## src/common/lsq_pkg.sv

```systemverilog
package lsq_pkg;

    // datapath width
    localparam int xlen          = 32;

    // store queue geometry
    localparam int sq_capacity   = 8;
    localparam int sq_idx_bits   = 3;
    // store count spans 0 through sq_capacity
    localparam int sq_count_bits = 4;

    // load buffer geometry
    localparam int lb_capacity   = 4;
    localparam int lb_idx_bits   = 2;

    // tags handed back to the core
    localparam int prf_idx_bits  = 6;
    localparam int rob_idx_bits  = 5;

    typedef logic [xlen-1:0]          word_t;
    typedef logic [sq_idx_bits-1:0]   sq_idx_t;
    typedef logic [lb_idx_bits-1:0]   lb_idx_t;
    typedef logic [sq_count_bits-1:0] sq_count_t;
    typedef logic [prf_idx_bits-1:0]  prf_idx_t;
    typedef logic [rob_idx_bits-1:0]  rob_idx_t;

    // log2 of the byte count
    typedef enum logic [1:0] {
        byte_access = 2'd0,
        half_access = 2'd1,
        word_access = 2'd2
    } mem_size_e;

    // load entry life cycle
    typedef enum logic [1:0] {
        free            = 2'd0,
        waiting_resolve = 2'd1,
        resolved        = 2'd2
    } load_state_e;

    // one past the last byte
    // extra top bit keeps accesses near the top of memory from wrapping
    function automatic logic [xlen:0] access_end(word_t addr, mem_size_e size);
        logic [xlen:0] bytes;
        bytes = {{xlen{1'b0}}, 1'b1} << size;
        return {1'b0, addr} + bytes;
    endfunction

    // every load byte lies inside the store
    function automatic logic covers(word_t st_addr, mem_size_e st_size,
                                    word_t ld_addr, mem_size_e ld_size);
        return (ld_addr >= st_addr) &&
               (access_end(ld_addr, ld_size) <= access_end(st_addr, st_size));
    endfunction

    // at least one byte shared
    function automatic logic overlaps(word_t st_addr, mem_size_e st_size,
                                      word_t ld_addr, mem_size_e ld_size);
        return ({1'b0, ld_addr} < access_end(st_addr, st_size)) &&
               ({1'b0, st_addr} < access_end(ld_addr, ld_size));
    endfunction

endpackage
```

## src/store_queue/store_queue.sv

```systemverilog
`timescale 1ns/10ps

module store_queue import lsq_pkg::*; (
    input  logic                   clock,
    input  logic                   reset,
    // allocation, program order
    input  logic                   sq_alloc,
    // resolution, any order
    input  logic                   sq_resolve_valid,
    input  sq_idx_t                sq_resolve_idx,
    input  word_t                  sq_base,
    input  word_t                  sq_offset,
    input  word_t                  sq_data,
    input  mem_size_e              sq_size,
    input  rob_idx_t               sq_rob_idx,
    // rob commit of the head store
    input  logic                   sq_retire,
    output logic                   sq_full,
    output logic                   sq_head_resolved,
    output sq_idx_t                sq_tail,
    output sq_idx_t                sq_head,
    output sq_count_t              sq_count,
    // entry view for the load side
    output word_t                  entry_addr [sq_capacity],
    output word_t                  entry_data [sq_capacity],
    output mem_size_e              entry_size [sq_capacity],
    output logic [sq_capacity-1:0] entry_resolved,
    // head store to the data cache
    output logic                   store_cache_valid,
    output word_t                  store_cache_addr,
    output word_t                  store_cache_data,
    output mem_size_e              store_cache_size
);

    rob_idx_t               entry_rob [sq_capacity];
    logic [sq_capacity-1:0] entry_live;
    logic                   resolve_take;
    logic                   rob_clash;

    // pointer step, wraps at capacity
    function automatic sq_idx_t bump(sq_idx_t ptr);
        return (ptr == sq_idx_t'(sq_capacity - 1)) ? '0 : ptr + 1'b1;
    endfunction

    //////////////////////////////////////////////////////////////////////
    // occupancy
    //////////////////////////////////////////////////////////////////////

    // live entries sit from head up to head + count
    always_comb begin
        for (int i = 0; i < sq_capacity; i++) begin
            entry_live[i] = sq_idx_t'(sq_idx_t'(i) - sq_head) < sq_count;
        end
    end

    assign sq_full          = (sq_count == sq_count_t'(sq_capacity));
    assign sq_head_resolved = entry_resolved[sq_head];

    // ignore resolves of dead or already resolved slots
    assign resolve_take = sq_resolve_valid && entry_live[sq_resolve_idx] &&
                          !entry_resolved[sq_resolve_idx];

    // same rob tag already resolved somewhere in the queue
    always_comb begin
        rob_clash = 1'b0;
        for (int i = 0; i < sq_capacity; i++) begin
            if (entry_live[i] && entry_resolved[i] && entry_rob[i] == sq_rob_idx) begin
                rob_clash = 1'b1;
            end
        end
    end

    //////////////////////////////////////////////////////////////////////
    // pointers and resolved bits
    //////////////////////////////////////////////////////////////////////

    always_ff @(posedge clock) begin
        if (reset) begin
            sq_head        <= '0;
            sq_tail        <= '0;
            sq_count       <= '0;
            entry_resolved <= '0;
        end else begin
            // new slot was cleared when it last retired
            if (sq_alloc) begin
                sq_tail <= bump(sq_tail);
            end
            if (resolve_take) begin
                entry_resolved[sq_resolve_idx] <= 1'b1;
            end
            if (sq_retire) begin
                entry_resolved[sq_head] <= 1'b0;
                sq_head                 <= bump(sq_head);
            end
            // alloc and retire together leave the count alone
            case ({sq_alloc, sq_retire})
                2'b10:   sq_count <= sq_count + 1'b1;
                2'b01:   sq_count <= sq_count - 1'b1;
                default: sq_count <= sq_count;
            endcase
        end
    end

    // payload, written on resolve
    always_ff @(posedge clock) begin
        if (resolve_take) begin
            entry_addr[sq_resolve_idx] <= sq_base + sq_offset;
            entry_data[sq_resolve_idx] <= sq_data;
            entry_size[sq_resolve_idx] <= sq_size;
            entry_rob[sq_resolve_idx]  <= sq_rob_idx;
        end
    end

    // head goes out in the retire cycle
    assign store_cache_valid = sq_retire;
    assign store_cache_addr  = entry_addr[sq_head];
    assign store_cache_data  = entry_data[sq_head];
    assign store_cache_size  = entry_size[sq_head];

    a_alloc_room: assert property (@(posedge clock) disable iff (reset)
        sq_alloc |-> !sq_full);

    a_retire_resolved: assert property (@(posedge clock) disable iff (reset)
        sq_retire |-> sq_head_resolved);

    // one rob slot never holds two stores in flight
    a_rob_unique: assert property (@(posedge clock) disable iff (reset)
        resolve_take |-> !rob_clash);

endmodule

```

## config.mk

```make
export PLATFORM = sky130hd
export DESIGN_NAME = store_queue
export DESIGN_NICKNAME = d
export VERILOG_FILES = /design/src/common/lsq_pkg.sv /design/src/store_queue/store_queue.sv
export SDC_FILE = /design/constraint.sdc
export NUM_CORES = 1
export LEC_CHECK = 0
export BUFFER_PORTS_ARGS = -buffer_cell sky130_fd_sc_hd__buf_2
export CORE_AREA = 5 5 281 283
export CTS_BUF_LIST = sky130_fd_sc_hd__clkbuf_8 sky130_fd_sc_hd__clkbuf_16
export CTS_CLUSTER_DIAMETER = 120
export DETAILED_ROUTE_END_ITERATION = 10
export DIE_AREA = 0 0 286 288
export GPL_ROUTABILITY_DRIVEN = 0
export PLACE_DENSITY = 0.52
export SLEW_MARGIN = 10
export SYNTH_ARGS = -nofsm -noshare
export SYNTH_HDL_FRONTEND = slang
export SYNTH_SLANG_ARGS = --single-unit
```

## constraint.sdc

```tcl
create_clock -name clock -period 24.3 [get_ports clock]
set_clock_uncertainty 0.1 [all_clocks]
set_input_delay 6.075 -clock clock [delete_from_list [all_inputs] [get_ports clock]]
set_output_delay 6.075 -clock clock [all_outputs]
set_load 0.1 [all_outputs]
```

; ---- Word-level counts from Yosys, hierarchy flattened
; Cells that the tools add are included.
[classes]
addsub = 13
n_lt_le_gt_ge = 15
eq_ne = 5
n_mux = 32
bitwise_logic = 5
n_reduce_logical = 7
[op_table]
columns = cell, n
row1 = 256-bit bitwise mux, 2
row2 = 32-bit binary-select mux with 3-bit select, 2
row3 = 32-bit 2-to-1 mux, 5
row4 = 32-bit demux with 3-bit select, 1
row5 = 32-bit adder, 1
row6 = 3-bit by 4-bit < comparator with 1-bit output, 8
row7 = 8-bit 2-to-1 mux, 3
row8 = 16-bit bitwise mux, 1
row9 = "3-bit subtractor, first input constant", 4
row10 = 1-bit binary-select mux with 3-bit select, 3
row11 = 8-bit bitwise AND, 1
row12 = "4-bit >= comparator, second input constant", 2
row13 = "3-bit by 4-bit < comparator with 1-bit output, second input constant", 2
row14 = 3-bit NOT with 4-bit output, 2
row15 = 8-bit NOT, 1
row16 = 8-bit bitwise OR, 1
row17 = 4-bit case mux with 2 select lines, 1
row18 = "3-bit by 1-bit adder with 3-bit output, second input constant", 2
row19 = 2-bit binary-select mux with 3-bit select, 1
row20 = 1-bit demux with 3-bit select, 2
row21 = 2-bit demux with 3-bit select, 1
row22 = "3-bit equality test, second input constant", 2
row23 = "3-bit by 1-bit >= comparator with 1-bit output, second input constant", 2
row24 = 2-bit 2-to-1 mux, 3
row25 = other kinds (13), 24
[word_totals]
reg_bits = 546
output_inout_bits = 615

; ---- Longest topological paths before layout
[depth]
ltp_word = 10
ltp_mapped = 13
mapped_depth_nobuf = 10

; ---- Worst setup path after synthesis
; OpenSTA, ideal clock, no wires.
[synth_path]
kind = input port to flip-flop
start = input sq_resolve_idx[2]
end = register entry_addr[100] (netlist name) (enable)
setup_time_ps = 656
t_arrival_ps = 13064
required_time_ps = 23544
path_slack_ps = 10480
path_stages = 6
cell_sequence = buf_6 -> mux2i_1 -> nor2_1 -> a31oi_1 -> o2111ai_1 -> nor4_1
[synth_between]
elab_chain_cells = 4
[synth_rtl]
columns = element, line
row1 = "start, declared", store_queue.sv:10  ; input sq_idx_t sq_resolve_idx,
row2 = 1-bit binary-select mux with 3-bit select (on tied branches), "store_queue.sv:60, store_queue.sv:61"
row3 = 1-bit 2-to-1 mux (on tied branches), "store_queue.sv:60, store_queue.sv:61"
row4 = 1-bit logical AND / 1-bit logical NOT (equally long branches), "store_queue.sv:60, store_queue.sv:61"
row5 = 1-bit logical AND *, store_queue.sv:60  ; assign resolve_take = sq_resolve_valid && entry_live[sq_resolve_idx] &&
row6 = "end signal, assigned by index", store_queue.sv:107  ; entry_addr[sq_resolve_idx] <= sq_base + sq_offset;
row7 = "end, declared", store_queue.sv:24  ; output word_t entry_addr [sq_capacity],
; Every way passes the cells marked *; elsewhere a longest branch is shown, timed or not. The select of a mux whose other input is x is not followed.
; A chain may end at the register's enable or synchronous reset.

; ---- Worst setup path after layout
[layout_path]
start = input sq_retire
end = output store_cache_valid
[layout_rtl]
columns = element, line
row1 = "start, declared", store_queue.sv:17  ; input logic sq_retire,
row2 = "end, declared", store_queue.sv:29  ; output logic store_cache_valid,
; No word-level cell between the ends.

==> impl_metrics.json <==
{
  "outcome": "completed",
  "synth_area_leaders": "edfxtp_1, mux4_2, nand2_1",
  "max_stage_delay_ps": 490,
  "vias": 15567,
  "r2r_slack_ps": 18520,
  "critical-path-top-delay-family": "buffers and inverters",
  "die_h_um": 288,
  "cts-buffers-inserted": 59,
  "dp_hpwl_mm": 58.4,
  "synth_top_flop_cell": "edfxtp_1",
  "tightest_slew_ps": 1140,
  "nNetsFinal": 2244,
  "synth_fp_nets": 1502,
  "cts_root_buf": "clkbuf_16",
  "p_sw_w": 0.000751,
  "ant_nets": 0,
  "rsz0062_at_grt": "no",
  "die-area_sq_um": 82400,
  "pre_cts_slack_ps": 11280,
  "synthCells": 1332,
  "grt_pass1_wl_mm": 116,
  "cts_sinks": 546,
  "cts_tree": "done",
  "setup_viol": 0,
  "slew_violations": 0,
  "ys_warn_count": 0,
  "finalCriticalPeriod_ps": 13000,
  "ys_seq_elements": 546,
  "cap_violations": 0,
  "worst_slack_ps": 11300,
  "synth_edf_count": 528,
  "final_util_pct": 39.2,
  "internal_power_w": 0.00179,
  "yosys.area.top_type": "edfxtp_1",
  "seq_power_share_pct": 43.1,
  "routed_wl_mm": 82.7,
  "antenna_found_initial": 2,
  "worstPathRequired_ps": 18120,
  "crit_path_max_fanout": 12,
  "hp-class": "reg -> reg",
  "first_pass_iters": 5,
  "initial_utilization_pct": 30.1,
  "slew-limit-headroom_pct": 22.7,
  "synthArstFlopShare_pct": 0,
  "ir_worst_vdd_mv": 0.0616,
  "coreArea_sq_um": 76400,
  "p_sw_share_pct": 29.5,
  "grt_start_max_net_pins": 62,
  "drc": 0,
  "power_w": 0.00254,
  "yosysTopAreaCellShare_pct": 68.9,
  "synth_most_common_cell": "edfxtp_1",
  "die_w_um": 286,
  "layout-drive-gt1-share_pct": 47.0,
  "path_clk_slew_ps": 60,
  "viasPerCell": 5.01,
  "path_buf_inv": 2,
  "ys_seq_area_share_pct": 70.4,
  "setup_tns_ps": 0,
  "hold_viol_final": 0,
  "crit_top_cell": "buf_2",
  "io_buffers": 720,
  "boundaryPins": 726,
  "yosys.cell_types.count": 70,
  "worstSetupStartpointType": "input pin",
  "syn_avg_cell_area_sq_um": 17.3,
  "area_delta_synth_final_pct": 30.3,
  "max_freq_mhz": 76.9,
  "place_area_sq_um": 27800,
  "netlist_area_sq_um": 23000,
  "final_cell_area_sq_um": 30000,
  "wire_per_inst_um": 26.6,
  "overflow": 0,
  "cts_max_level": 2,
  "pwr-share-comb_pct": 18.0,
  "rows": 102,
  "cts_buffer_depth": 3,
  "p_leak_nw": 11.5,
  "p_per_area_nw_per_um2": 84.8,
  "ctsHoldBuffers": 0,
  "arrival_ps": 6820,
  "drt_iter0_drc": 1087,
  "cts_setup_buffers": 0,
  "cp_slowest_cell": "buf_2",
  "endpoint_kind": "output port",
  "path_class": "in -> out",
  "timing.final.crit_share_pct": 53.5,
  "pwr-share-clk_pct": 38.9,
  "grt_usage_pct": 19.1,
  "grt_pass1_vias": 16281,
  "clk_latency_ps": 600,
  "crit_chain": "buf_2 > buf_2",
  "cts_resized": 0,
  "yosys-top-cells-count": "edfxtp_1, nand2_1, mux4_2, ha_1, nor2_1"
}
metal layers:
metal  GRT usage [%]  up-vias  wire length, um
li1                -     6758                -
met1            21.8     7961            30500
met2            34.8      692            43000
met3            5.10      152             6430
met4            6.19        4             2710
met5               0        -               21
cell type report:
cell class / instances / area, sq um
fillers: 7088 / 46400
multi-input cells: 694 / 6470
clock buffers: 61 / 1530
clock inverters: 46 / 646
inverters: 30 / 114
flip-flops and latches: 546 / 16200
repair buffers: 743 / 3780
diodes: 1 / 2.50
well taps: 988 / 1240
worst reg2reg max path, delay by kind of cell, from the launching register on:
family                     cells  cell delay, ps
AOI/OAI and AO/OA              4             770
adders and majority gates      2             660
buffers and inverters          4            1960
DFF                            1             640
and+or+nand+nor                2            1180
power by group through the flow:
stage	clock [W]	combinational, W	sequential (W)
final	0.000989	0.000457	0.00110
after global routing	0.00105	0.000481	0.00110
after CTS	0.00101	0.000461	0.00110
after detailed placement	0	0.000460	0.00112
after global placement	0	0.000455	0.00112
after floorplan	0	0.000230	0.00124
flip-flops by register name, indices dropped and copies added (netlist names):
register        cells
entry_addr        256
entry_data        256
entry_size         16
entry_resolved      8
sq_count            4
sq_head             3
sq_tail             3
path summary, 6_finish.rpt:
| check | cells after the start | startpoint | endpoint |
|---|---|---|---|
| min | 1 | entry_resolved[2]$_SDFF_PP0_ | entry_resolved[2]$_SDFF_PP0_ |
| max | 2 | sq_retire | store_cache_valid |
| min reg2reg | 1 | entry_resolved[2]$_SDFF_PP0_ | entry_resolved[2]$_SDFF_PP0_ |
| max reg2reg | 12 | sq_head[1]$_SDFFE_PP0P_ | entry_addr[31]$_DFFE_PP_ |
kinds of logic after synthesis:
kind of cell / synth area share (%)
AOI/OAI and AO/OA: 4.20
xor gates and xnor gates: 1.03
adders and majority gates: 3.27
buffers and inverters: 1.67
DFF: 70.4
muxes: 13.4
and+or+nand+nor: 5.98
stage by stage:
step | cells | hold WS, ps
2_1_floorplan | 1332 | 853
3_3_place_gp | 3001 | 408
3_5_place_dp | 3001 | 431
4_1_cts | 3108 | 446
5_1_grt | 3108 | 468
6_report | 3109 | 442
placed cells by master, fill, tap and decap left out, types with 15 or more instances in the layout:
cell         n
nand2_1    229
buf_4       23
a21oi_1     37
edfxtp_1   528
dfxtp_1     15
ha_1        57
nor2_1      36
inv_1       34
clkbuf_16   61
bufinv_16   15
mux4_2     134
xnor2_1     18
buf_2      720
(Power assumes the default switching activity.)
