===== config.mk =====
export PLATFORM = sky130hd
export DESIGN_NAME = store_forward
export DESIGN_NICKNAME = d
export VERILOG_FILES = /design/src/common/lsq_pkg.sv /design/src/store_queue/store_forward.sv
export SDC_FILE = /design/constraint.sdc
export NUM_CORES = 2
export LEC_CHECK = 0
export BUFFER_PORTS_ARGS = -buffer_cell sky130_fd_sc_hd__buf_2
export CAP_MARGIN = 40
export CORE_UTILIZATION = 35
export DETAILED_ROUTE_END_ITERATION = 8
export MAX_ROUTING_LAYER = met4
export PLACE_DENSITY = 0.57
export SLEW_MARGIN = 20
export SYNTH_ARGS = -nofsm -noshare
export SYNTH_HDL_FRONTEND = slang
export SYNTH_SLANG_ARGS = --single-unit

===== constraint.sdc =====
create_clock -name clock -period 14.7 [get_ports clock]
set_input_delay 0 -clock clock [delete_from_list [all_inputs] [get_ports clock]]
set_output_delay 0 -clock clock [all_outputs]
set_load 0.05 [all_outputs]

===== src/common/lsq_pkg.sv =====
package lsq_pkg;

    // datapath width
    localparam int xlen          = 32;

    // store queue geometry
    localparam int sq_capacity   = 8;
    localparam int sq_idx_bits   = 3;
    // store count spans 0 through sq_capacity
    localparam int sq_count_bits = 4;

    // load buffer geometry
    localparam int lb_capacity   = 4;
    localparam int lb_idx_bits   = 2;

    // tags handed back to the core
    localparam int prf_idx_bits  = 6;
    localparam int rob_idx_bits  = 5;

    typedef logic [xlen-1:0]          word_t;
    typedef logic [sq_idx_bits-1:0]   sq_idx_t;
    typedef logic [lb_idx_bits-1:0]   lb_idx_t;
    typedef logic [sq_count_bits-1:0] sq_count_t;
    typedef logic [prf_idx_bits-1:0]  prf_idx_t;
    typedef logic [rob_idx_bits-1:0]  rob_idx_t;

    // log2 of the byte count
    typedef enum logic [1:0] {
        byte_access = 2'd0,
        half_access = 2'd1,
        word_access = 2'd2
    } mem_size_e;

    // load entry life cycle
    typedef enum logic [1:0] {
        free            = 2'd0,
        waiting_resolve = 2'd1,
        resolved        = 2'd2
    } load_state_e;

    // one past the last byte
    // extra top bit keeps accesses near the top of memory from wrapping
    function automatic logic [xlen:0] access_end(word_t addr, mem_size_e size);
        logic [xlen:0] bytes;
        bytes = {{xlen{1'b0}}, 1'b1} << size;
        return {1'b0, addr} + bytes;
    endfunction

    // every load byte lies inside the store
    function automatic logic covers(word_t st_addr, mem_size_e st_size,
                                    word_t ld_addr, mem_size_e ld_size);
        return (ld_addr >= st_addr) &&
               (access_end(ld_addr, ld_size) <= access_end(st_addr, st_size));
    endfunction

    // at least one byte shared
    function automatic logic overlaps(word_t st_addr, mem_size_e st_size,
                                      word_t ld_addr, mem_size_e ld_size);
        return ({1'b0, ld_addr} < access_end(st_addr, st_size)) &&
               ({1'b0, st_addr} < access_end(ld_addr, ld_size));
    endfunction

endpackage

===== src/store_queue/store_forward.sv =====
`timescale 1ns/10ps

module store_forward import lsq_pkg::*; (
    input  logic      clock,
    input  logic      reset,
    // selected load
    input  logic      issue_valid,
    input  word_t     issue_addr,
    input  mem_size_e issue_size,
    input  logic      issue_signed,
    input  prf_idx_t  issue_dest_preg,
    input  rob_idx_t  issue_rob_idx,
    input  sq_count_t issue_older_count,
    // store queue view
    input  sq_idx_t   sq_head,
    input  word_t     entry_addr [sq_capacity],
    input  word_t     entry_data [sq_capacity],
    input  mem_size_e entry_size [sq_capacity],
    // forwarded result
    output logic      forward_valid,
    output word_t     forward_value,
    output prf_idx_t  forward_dest_preg,
    output rob_idx_t  forward_rob_idx,
    // miss goes to the data cache
    output logic      load_cache_valid,
    output word_t     load_cache_addr,
    output mem_size_e load_cache_size,
    output logic      load_cache_signed,
    output prf_idx_t  load_cache_dest_preg,
    output rob_idx_t  load_cache_rob_idx
);

    logic       hit;
    sq_idx_t    hit_idx;
    logic [1:0] byte_shift;
    word_t      shifted;
    word_t      extended;
    prf_idx_t   dest_q;
    rob_idx_t   rob_q;

    //////////////////////////////////////////////////////////////////////
    // search
    //////////////////////////////////////////////////////////////////////

    // walk oldest to youngest, last cover wins, so the youngest one sticks
    always_comb begin
        sq_idx_t st;
        hit     = 1'b0;
        hit_idx = sq_head;
        for (int k = 0; k < sq_capacity; k++) begin
            st = sq_head + sq_idx_t'(k);
            if (k < issue_older_count &&
                covers(entry_addr[st], entry_size[st], issue_addr, issue_size)) begin
                hit     = 1'b1;
                hit_idx = st;
            end
        end
    end

    // covered load sits at most 3 bytes into the store
    assign byte_shift = issue_addr[1:0] - entry_addr[hit_idx][1:0];
    assign shifted    = entry_data[hit_idx] >> {byte_shift, 3'b000};

    // sign or zero extend to xlen
    always_comb begin
        case (issue_size)
            byte_access: extended = {{(xlen-8){issue_signed & shifted[7]}}, shifted[7:0]};
            half_access: extended = {{(xlen-16){issue_signed & shifted[15]}}, shifted[15:0]};
            default:     extended = shifted;
        endcase
    end

    //////////////////////////////////////////////////////////////////////
    // result registers
    //////////////////////////////////////////////////////////////////////

    always_ff @(posedge clock) begin
        if (reset) begin
            forward_valid    <= 1'b0;
            load_cache_valid <= 1'b0;
        end else begin
            forward_valid    <= issue_valid && hit;
            load_cache_valid <= issue_valid && !hit;
        end
    end

    always_ff @(posedge clock) begin
        if (issue_valid) begin
            forward_value     <= extended;
            load_cache_addr   <= issue_addr;
            load_cache_size   <= issue_size;
            load_cache_signed <= issue_signed;
            dest_q            <= issue_dest_preg;
            rob_q             <= issue_rob_idx;
        end
    end

    // tags shared by both result paths
    assign forward_dest_preg    = dest_q;
    assign forward_rob_idx      = rob_q;
    assign load_cache_dest_preg = dest_q;
    assign load_cache_rob_idx   = rob_q;

    a_one_result: assert property (@(posedge clock) disable iff (reset)
        !(forward_valid && load_cache_valid));

endmodule


# Yosys cells after proc, flatten, opt, wreduce, memory -nomap -nowiden
# Cells that the tools add are included.
# word_totals
reg_bits,80
output_inout_bits,91
wordCells,170
# op_classes
addsub,17
order_cmp,33
eq_ne,1
shifts,10
muxes,70
bitwise_logic,11
n_reduce_logical,20
# op_table
op,count
binary-select mux 32 bit (select 3 bit),10
2-to-1 mux 32 bit,18
adder 32 x 33 -> 33 bit,9
"left shift 1 x 2 -> 33 bit, first input constant",9
<= comparator 33 bit,8
greater-or-equal comparator 32 bit,8
one-hot mux 32 bit (2 select lines),1
binary-select mux 2 bit (select 3 bit),8
"greater-or-equal comparator 4 bit, second input constant",9
2-to-1 mux 2 bit,18
inverter 3 -> 4 bit,9
>> shifter 32 x 5 -> 32 bit,1
2-to-1 mux 3 bit,7
logical AND 1 bit,18
"less-than comparator 3 x 4 -> 1 bit, first input constant",4
"adder 3 bit, second input constant",4
"less-than comparator 1 x 4 -> 1 bit, first input constant",2
"less-than comparator 2 x 4 -> 1 bit, first input constant",2
2-to-1 mux 1 bit,8
"adder 3 x 2 -> 3 bit, second input constant",2
"adder 3 x 1 -> 3 bit, second input constant",1
AND 1 bit,2
"equality test 2 x 1 -> 1 bit, second input constant",1
zero test 2 bit,1
2 further kinds,2

# Logic depth before layout (Yosys ltp)
# logic_depth
ltp_word,25
mapped_depth,59
depth_no_buf,39

# Worst setup path after synthesis
# OpenSTA, ideal clock, no wires.
# synth_path
kind,input port to flip-flop
from,input sq_head[0]
to,"register forward_value[12], data pin"
setup_time_ps,280
arrival_ps,12041
required_ps,14420
setup_slack_ps,2379
cell_stages,56
n_path_buf,20
path_cell_list,buf_2 > buf_4 > buf_6 > buf_4 > inv_1 > ha_1 > clkbuf_1 > clkbuf_1 > clkbuf_1 > buf_2 > buf_1 > clkbuf_1 > clkbuf_1 > clkbuf_1 > clkbuf_1 > mux4_2 > mux2_2 > nor2_1 > (+20 left out) > a21o_2 > buf_6 > buf_2 > buf_2 > buf_2 > mux4_2 > nand2_1 > nand2_1 > ha_1 > xnor2_1 > o211a_1 > a32o_1 > nor2_1 > buf_4 > mux2i_1 > o211ai_2 > buf_4 > o221ai_1
# synth_between
elab_chain_cells,25
elab_cells_between_ends,116
classes_between,add/sub (15); order compare (14); shift (8); mux (56); bitwise (9); reduce/logical (14)
# synth_lines
item,line,source
start: declaration,store_forward.sv:15,"input sq_idx_t sq_head,"
adder 3 x 1 -> 3 bit,store_forward.sv:51,st = sq_head + sq_idx_t'(k);
inverter 3 -> 4 bit (not written as such),store_forward.sv:53,"covers(entry_addr[st], entry_size[st], issue_addr, issue_size)) begin"
binary-select mux 2 bit (select 3 bit),store_forward.sv:53,
2-to-1 mux 2 bit (not written as such) (2 in a row),store_forward.sv:53,
left shift 1 x 2 -> 33 bit,lsq_pkg.sv:45,"bytes = {{xlen{1'b0}}, 1'b1} << size;"
adder 32 x 33 -> 33 bit,lsq_pkg.sv:46,"return {1'b0, addr} + bytes;"
<= comparator 33 bit,lsq_pkg.sv:53,"(access_end(ld_addr, ld_size) <= access_end(st_addr, st_size));"
logical AND 1 bit,lsq_pkg.sv:52,return (ld_addr >= st_addr) &&
(+8 left out),--,
inverter 3 -> 4 bit (not written as such) (*),"store_forward.sv:61, store_forward.sv:62",
binary-select mux 32 bit (select 3 bit),store_forward.sv:61,assign byte_shift = issue_addr[1:0] - entry_addr[hit_idx][1:0];
2-to-1 mux 2 bit (not written as such) (2 in a row),store_forward.sv:61,
subtractor 2 bit,store_forward.sv:61,
>> shifter 32 x 5 -> 32 bit (*),store_forward.sv:62,"assign shifted = entry_data[hit_idx] >> {byte_shift, 3'b000};"
AND 1 bit,store_forward.sv:67,"byte_access: extended = {{(xlen-8){issue_signed & shifted[7]}}, shifted[7:0]};"
one-hot mux 32 bit (2 select lines) (*),store_forward.sv:66,case (issue_size)
via extended[12],store_forward.sv:37,word_t extended;
end signal: assignment,store_forward.sv:89,forward_value <= extended;
end: declaration,store_forward.sv:21,"output word_t forward_value,"
# Mark *: on every way through the listed nets, which the timed path passes. The rest lies on a longest branch. The select of a mux whose other input is x is not followed.
# A chain may end at the register's enable or synchronous reset.

# Worst setup path in the final report
# layout_path
from,input sq_head[2]
to,"register forward_value[13], data pin"
# The elaborated chain is that of the path after synthesis.

==> summary.txt <==
Status
  – Status: finished, final reports clean

Yosys
  – Synthesized net count: 4467
  – Synth unique cells: 86
  – Post-Syn Area per Cell: 9.72 um2
  – Post-Syn Instances: ~3300
  – Primary FF master, synth: edfxtp_1
  – Syn. warnings: 0
  – #FFs+latches synth: 80
  – EDFF count, synth: 78
  – Syn Std Cell Area: 0.0322 mm2
  – Sequential fraction of the synthesis area: about 7.4%
  – Ys async rst share: 0%

STA
  – Final TNS setup: 0 ns
  – Worst Hold Margin: roughly 0.027 ns
  – # setup viols final: 0
  – RSZ-0062 raised after global routing: false
  – Final Max Slew Viols: 0
  – Hold Violations, Final: 0
  – Part of the cycle the worst path needs: around 73%
  – Slew at the pin closest to its max-slew limit: a little over 0.9 ns
  – Max_slew headroom: ~38%
  – Max Freq: ~0.094 GHz
  – Post-layout min period: ~11 ns

Clock tree
  – Clock Sinks: 80
  – Clk buf depth: 2
  – H-Tree Depth: 3
  – Root Driver: clkbuf_16
  – Post-CTS Resized: 0
  – Post CTS Setup Buffer Count: 0
  – Hold buffer count at cts: 33
  – CTS tree: done
  – CTS Buf Count: 9
  – CTS clk-pin slew, worst paths: ~0.080 ns

Critical path
  – Critical Path Fanout Max: 38
  – Critical path class: in2reg
  – CP Launch Type: input port
  – CP max stage delay: 0.71 ns
  – CP max stage cell: xor2_4
  – Crit path required time: roughly 15 ns
  – Arrival time worst endpoint: 10.78 ns
  – Most common cell on crit path: or3_1
  – Critical path endpoint category: flop

Global route
  – Largest net degree at the start of global routing: 105
  – Antenna violations before repair: 27
  – Global-route wire length before repair: 222000 um
  – Vias in the first global route: between 30000 and 40000
  – GRT Overall Usage: 34.1%
  – GR Overflow Total: 0

Final layout
  – Most common cell after layout, fill and taps aside: buf_2
  – FF/Latch Area: 0.00238 mm2
  – Synth-to-layout area growth: 18.3%
  – Commonest cells after routing, fill and taps aside: buf_2, ha_1, mux4_2
  – Share of post-route cells with drive strength above 1: between 20% and 30%
  – Area used by multi-input combinational logic: slightly below 0.03 mm2
  – Fin nets: around 5000
  – Final-layout fill cell count: a little over 9000

Drt
  – Vias per cell: between 6 and 7
  – Iter 0 DRT Violations: approximately 3700
  – Met1 wire length: 70000 um
  – Drt pass-1 iters: 5
  – ANT nets after route: 0
  – DR vias: between 30000 and 40000
  – Top layer in use: met4
  – DRC viols: 0
  – Routed wire length: between 150000 and 200000 um
  – Metal2 WL: about 70000 um
  – Avg WL per Cell: a little over 30 um
  – Met3 wire len: around 14000 um

Floorplanning
  – Boundary Pins: 675
  – Rows: 110
  – Die Wd: a little over 300 um
  – Core box area: 0.0906 mm2
  – Die Y-Extent: ~310 um
  – Die Footprint: 0.0933 mm2
  – Starting Density: 35.6%

Power and ir drop
  – Int Pwr: 1770 uW
  – PD cells: approximately 110 mW/mm2
  – Sw power: 2240 uW
  – Comb pwr share: between 80% and 90%
  – Clk pwr share: under 10%
  – Pleak: approximately 0.017 uW
  – Net Sw Frac: between 50% and 60%
  – Maximum vdd drop: between 100 and 150 uV
  – Sequential Power Share: around a tenth

Placement
  – Buffers on Ports: around 670
  – DP HPWL: between 100000 and 150000 um
  – Final GP Congestion: 1.02

Job
  – Max-Cap Viols: 0

Worst hold path
  – Hold WC Path Type: in2reg
-- cell usage after synthesis (all sizes together), types with 7 or more instances --
library cell,count,area share [%]
ha,559,22
mux4,331,23
mux2i,306,9.5
nand2,241,2.8
nor2,241,2.8
a21oi,176,2.7
xnor2,145,4.0
xor2,125,3.4
buf,107,1.9
o21ai,99,1.5
nand4,88,1.7
edfxtp,78,7.3
a21o,77,1.8
nor3,61,0.95
nand3,60,0.95
inv,58,0.68
or3,47,0.91
nand2b,43,0.83
nor4,41,0.80
a211oi,38,0.95
clkbuf,36,0.42
nor2b,29,0.56
and2,28,0.54
o21a,28,0.65
mux2,22,0.77
and3,21,0.42
o211ai,20,0.59
or2,18,0.35
nand3b,16,0.37
or4,16,0.38
a221oi,13,0.37
and4,12,0.33
a2111oi,11,0.30
o221ai,11,0.30
fa,9,0.56
a22oi,8,0.19
o311ai,8,0.22
a31oi,7,0.14
o21bai,7,0.17
o22ai,7,0.14
-- kinds of logic after synthesis --
family,count (synthesis),synth area share [%]
simple gates,973,15.0
buf+inv,201,2.95
mux,659,33.4
compound gates,564,11.6
xor+xnor,270,7.38
fa+ha+maj,568,22.3
flops,80,7.39
-- worst max-delay path: cells and delay by family --
kind | cells | cell delay, ns
adders and majority gates | 2 | 0.51
AOI/OAI and AO/OA | 6 | 2.20
buffers and inverters | 3 | 1.41
xor gates and xnor gates | 4 | 1.28
muxes | 4 | 1.44
and+or+nand+nor | 13 | 3.85
-- per-stage QoR --
step	setup WS [ns]	area [um2]	std cells	total power (uW)	util (%)
CTS	3.88	38000	5165	3960	42.0
finish	4.03	38100	5187	4020	42.1
global route	3.51	38100	5180	4260	42.1
floorplan	2.38	32200	3315	2580	-
detailed placement	3.46	37400	5116	3660	41.3
global placement	2.58	37200	5098	3610	41.0
-- path summary, 6_finish.rpt --
path / from / cells past startpoint / end / slack, ns
min: issue_addr[6] / 1 / load_cache_addr[6]$_DFFE_PP_ / 0.03
max: sq_head[2] / 32 / forward_value[13]$_DFFE_PP_ / 4.03
-- metal layers --
metal	vias to the layer above	track usage, %
met5	-	-
met3	199	6.34
met4	0	8.13
met1	16100	47.3
li1	14500	-
met2	1553	51.1
-- power by group through the flow --
stage	clock network, uW	registers (uW)	logic, uW
detailed placement	0	381	3280
floorplan	0	578	2000
global route	289	381	3590
global placement	0	380	3230
CTS	286	376	3300
finish	273	376	3370
-- layout make-up --
type,instances,share of cell area (%)
antenna,18,0.118
clock buffer,9,0.590
clock inverter,7,0.203
inverter,58,0.571
multi-input combinational,3034,76.3
sequential,80,6.25
tap,1176,3.86
timing repair buffer,805,12.1
-- flip-flops by register name, indices dropped and copies added (netlist names) --
signal	cells
forward_dest_preg	6
forward_rob_idx	5
forward_valid	1
forward_value	32
load_cache_addr	32
load_cache_signed	1
load_cache_size	2
load_cache_valid	1
Note: power is estimated with default switching activity, not from simulation.
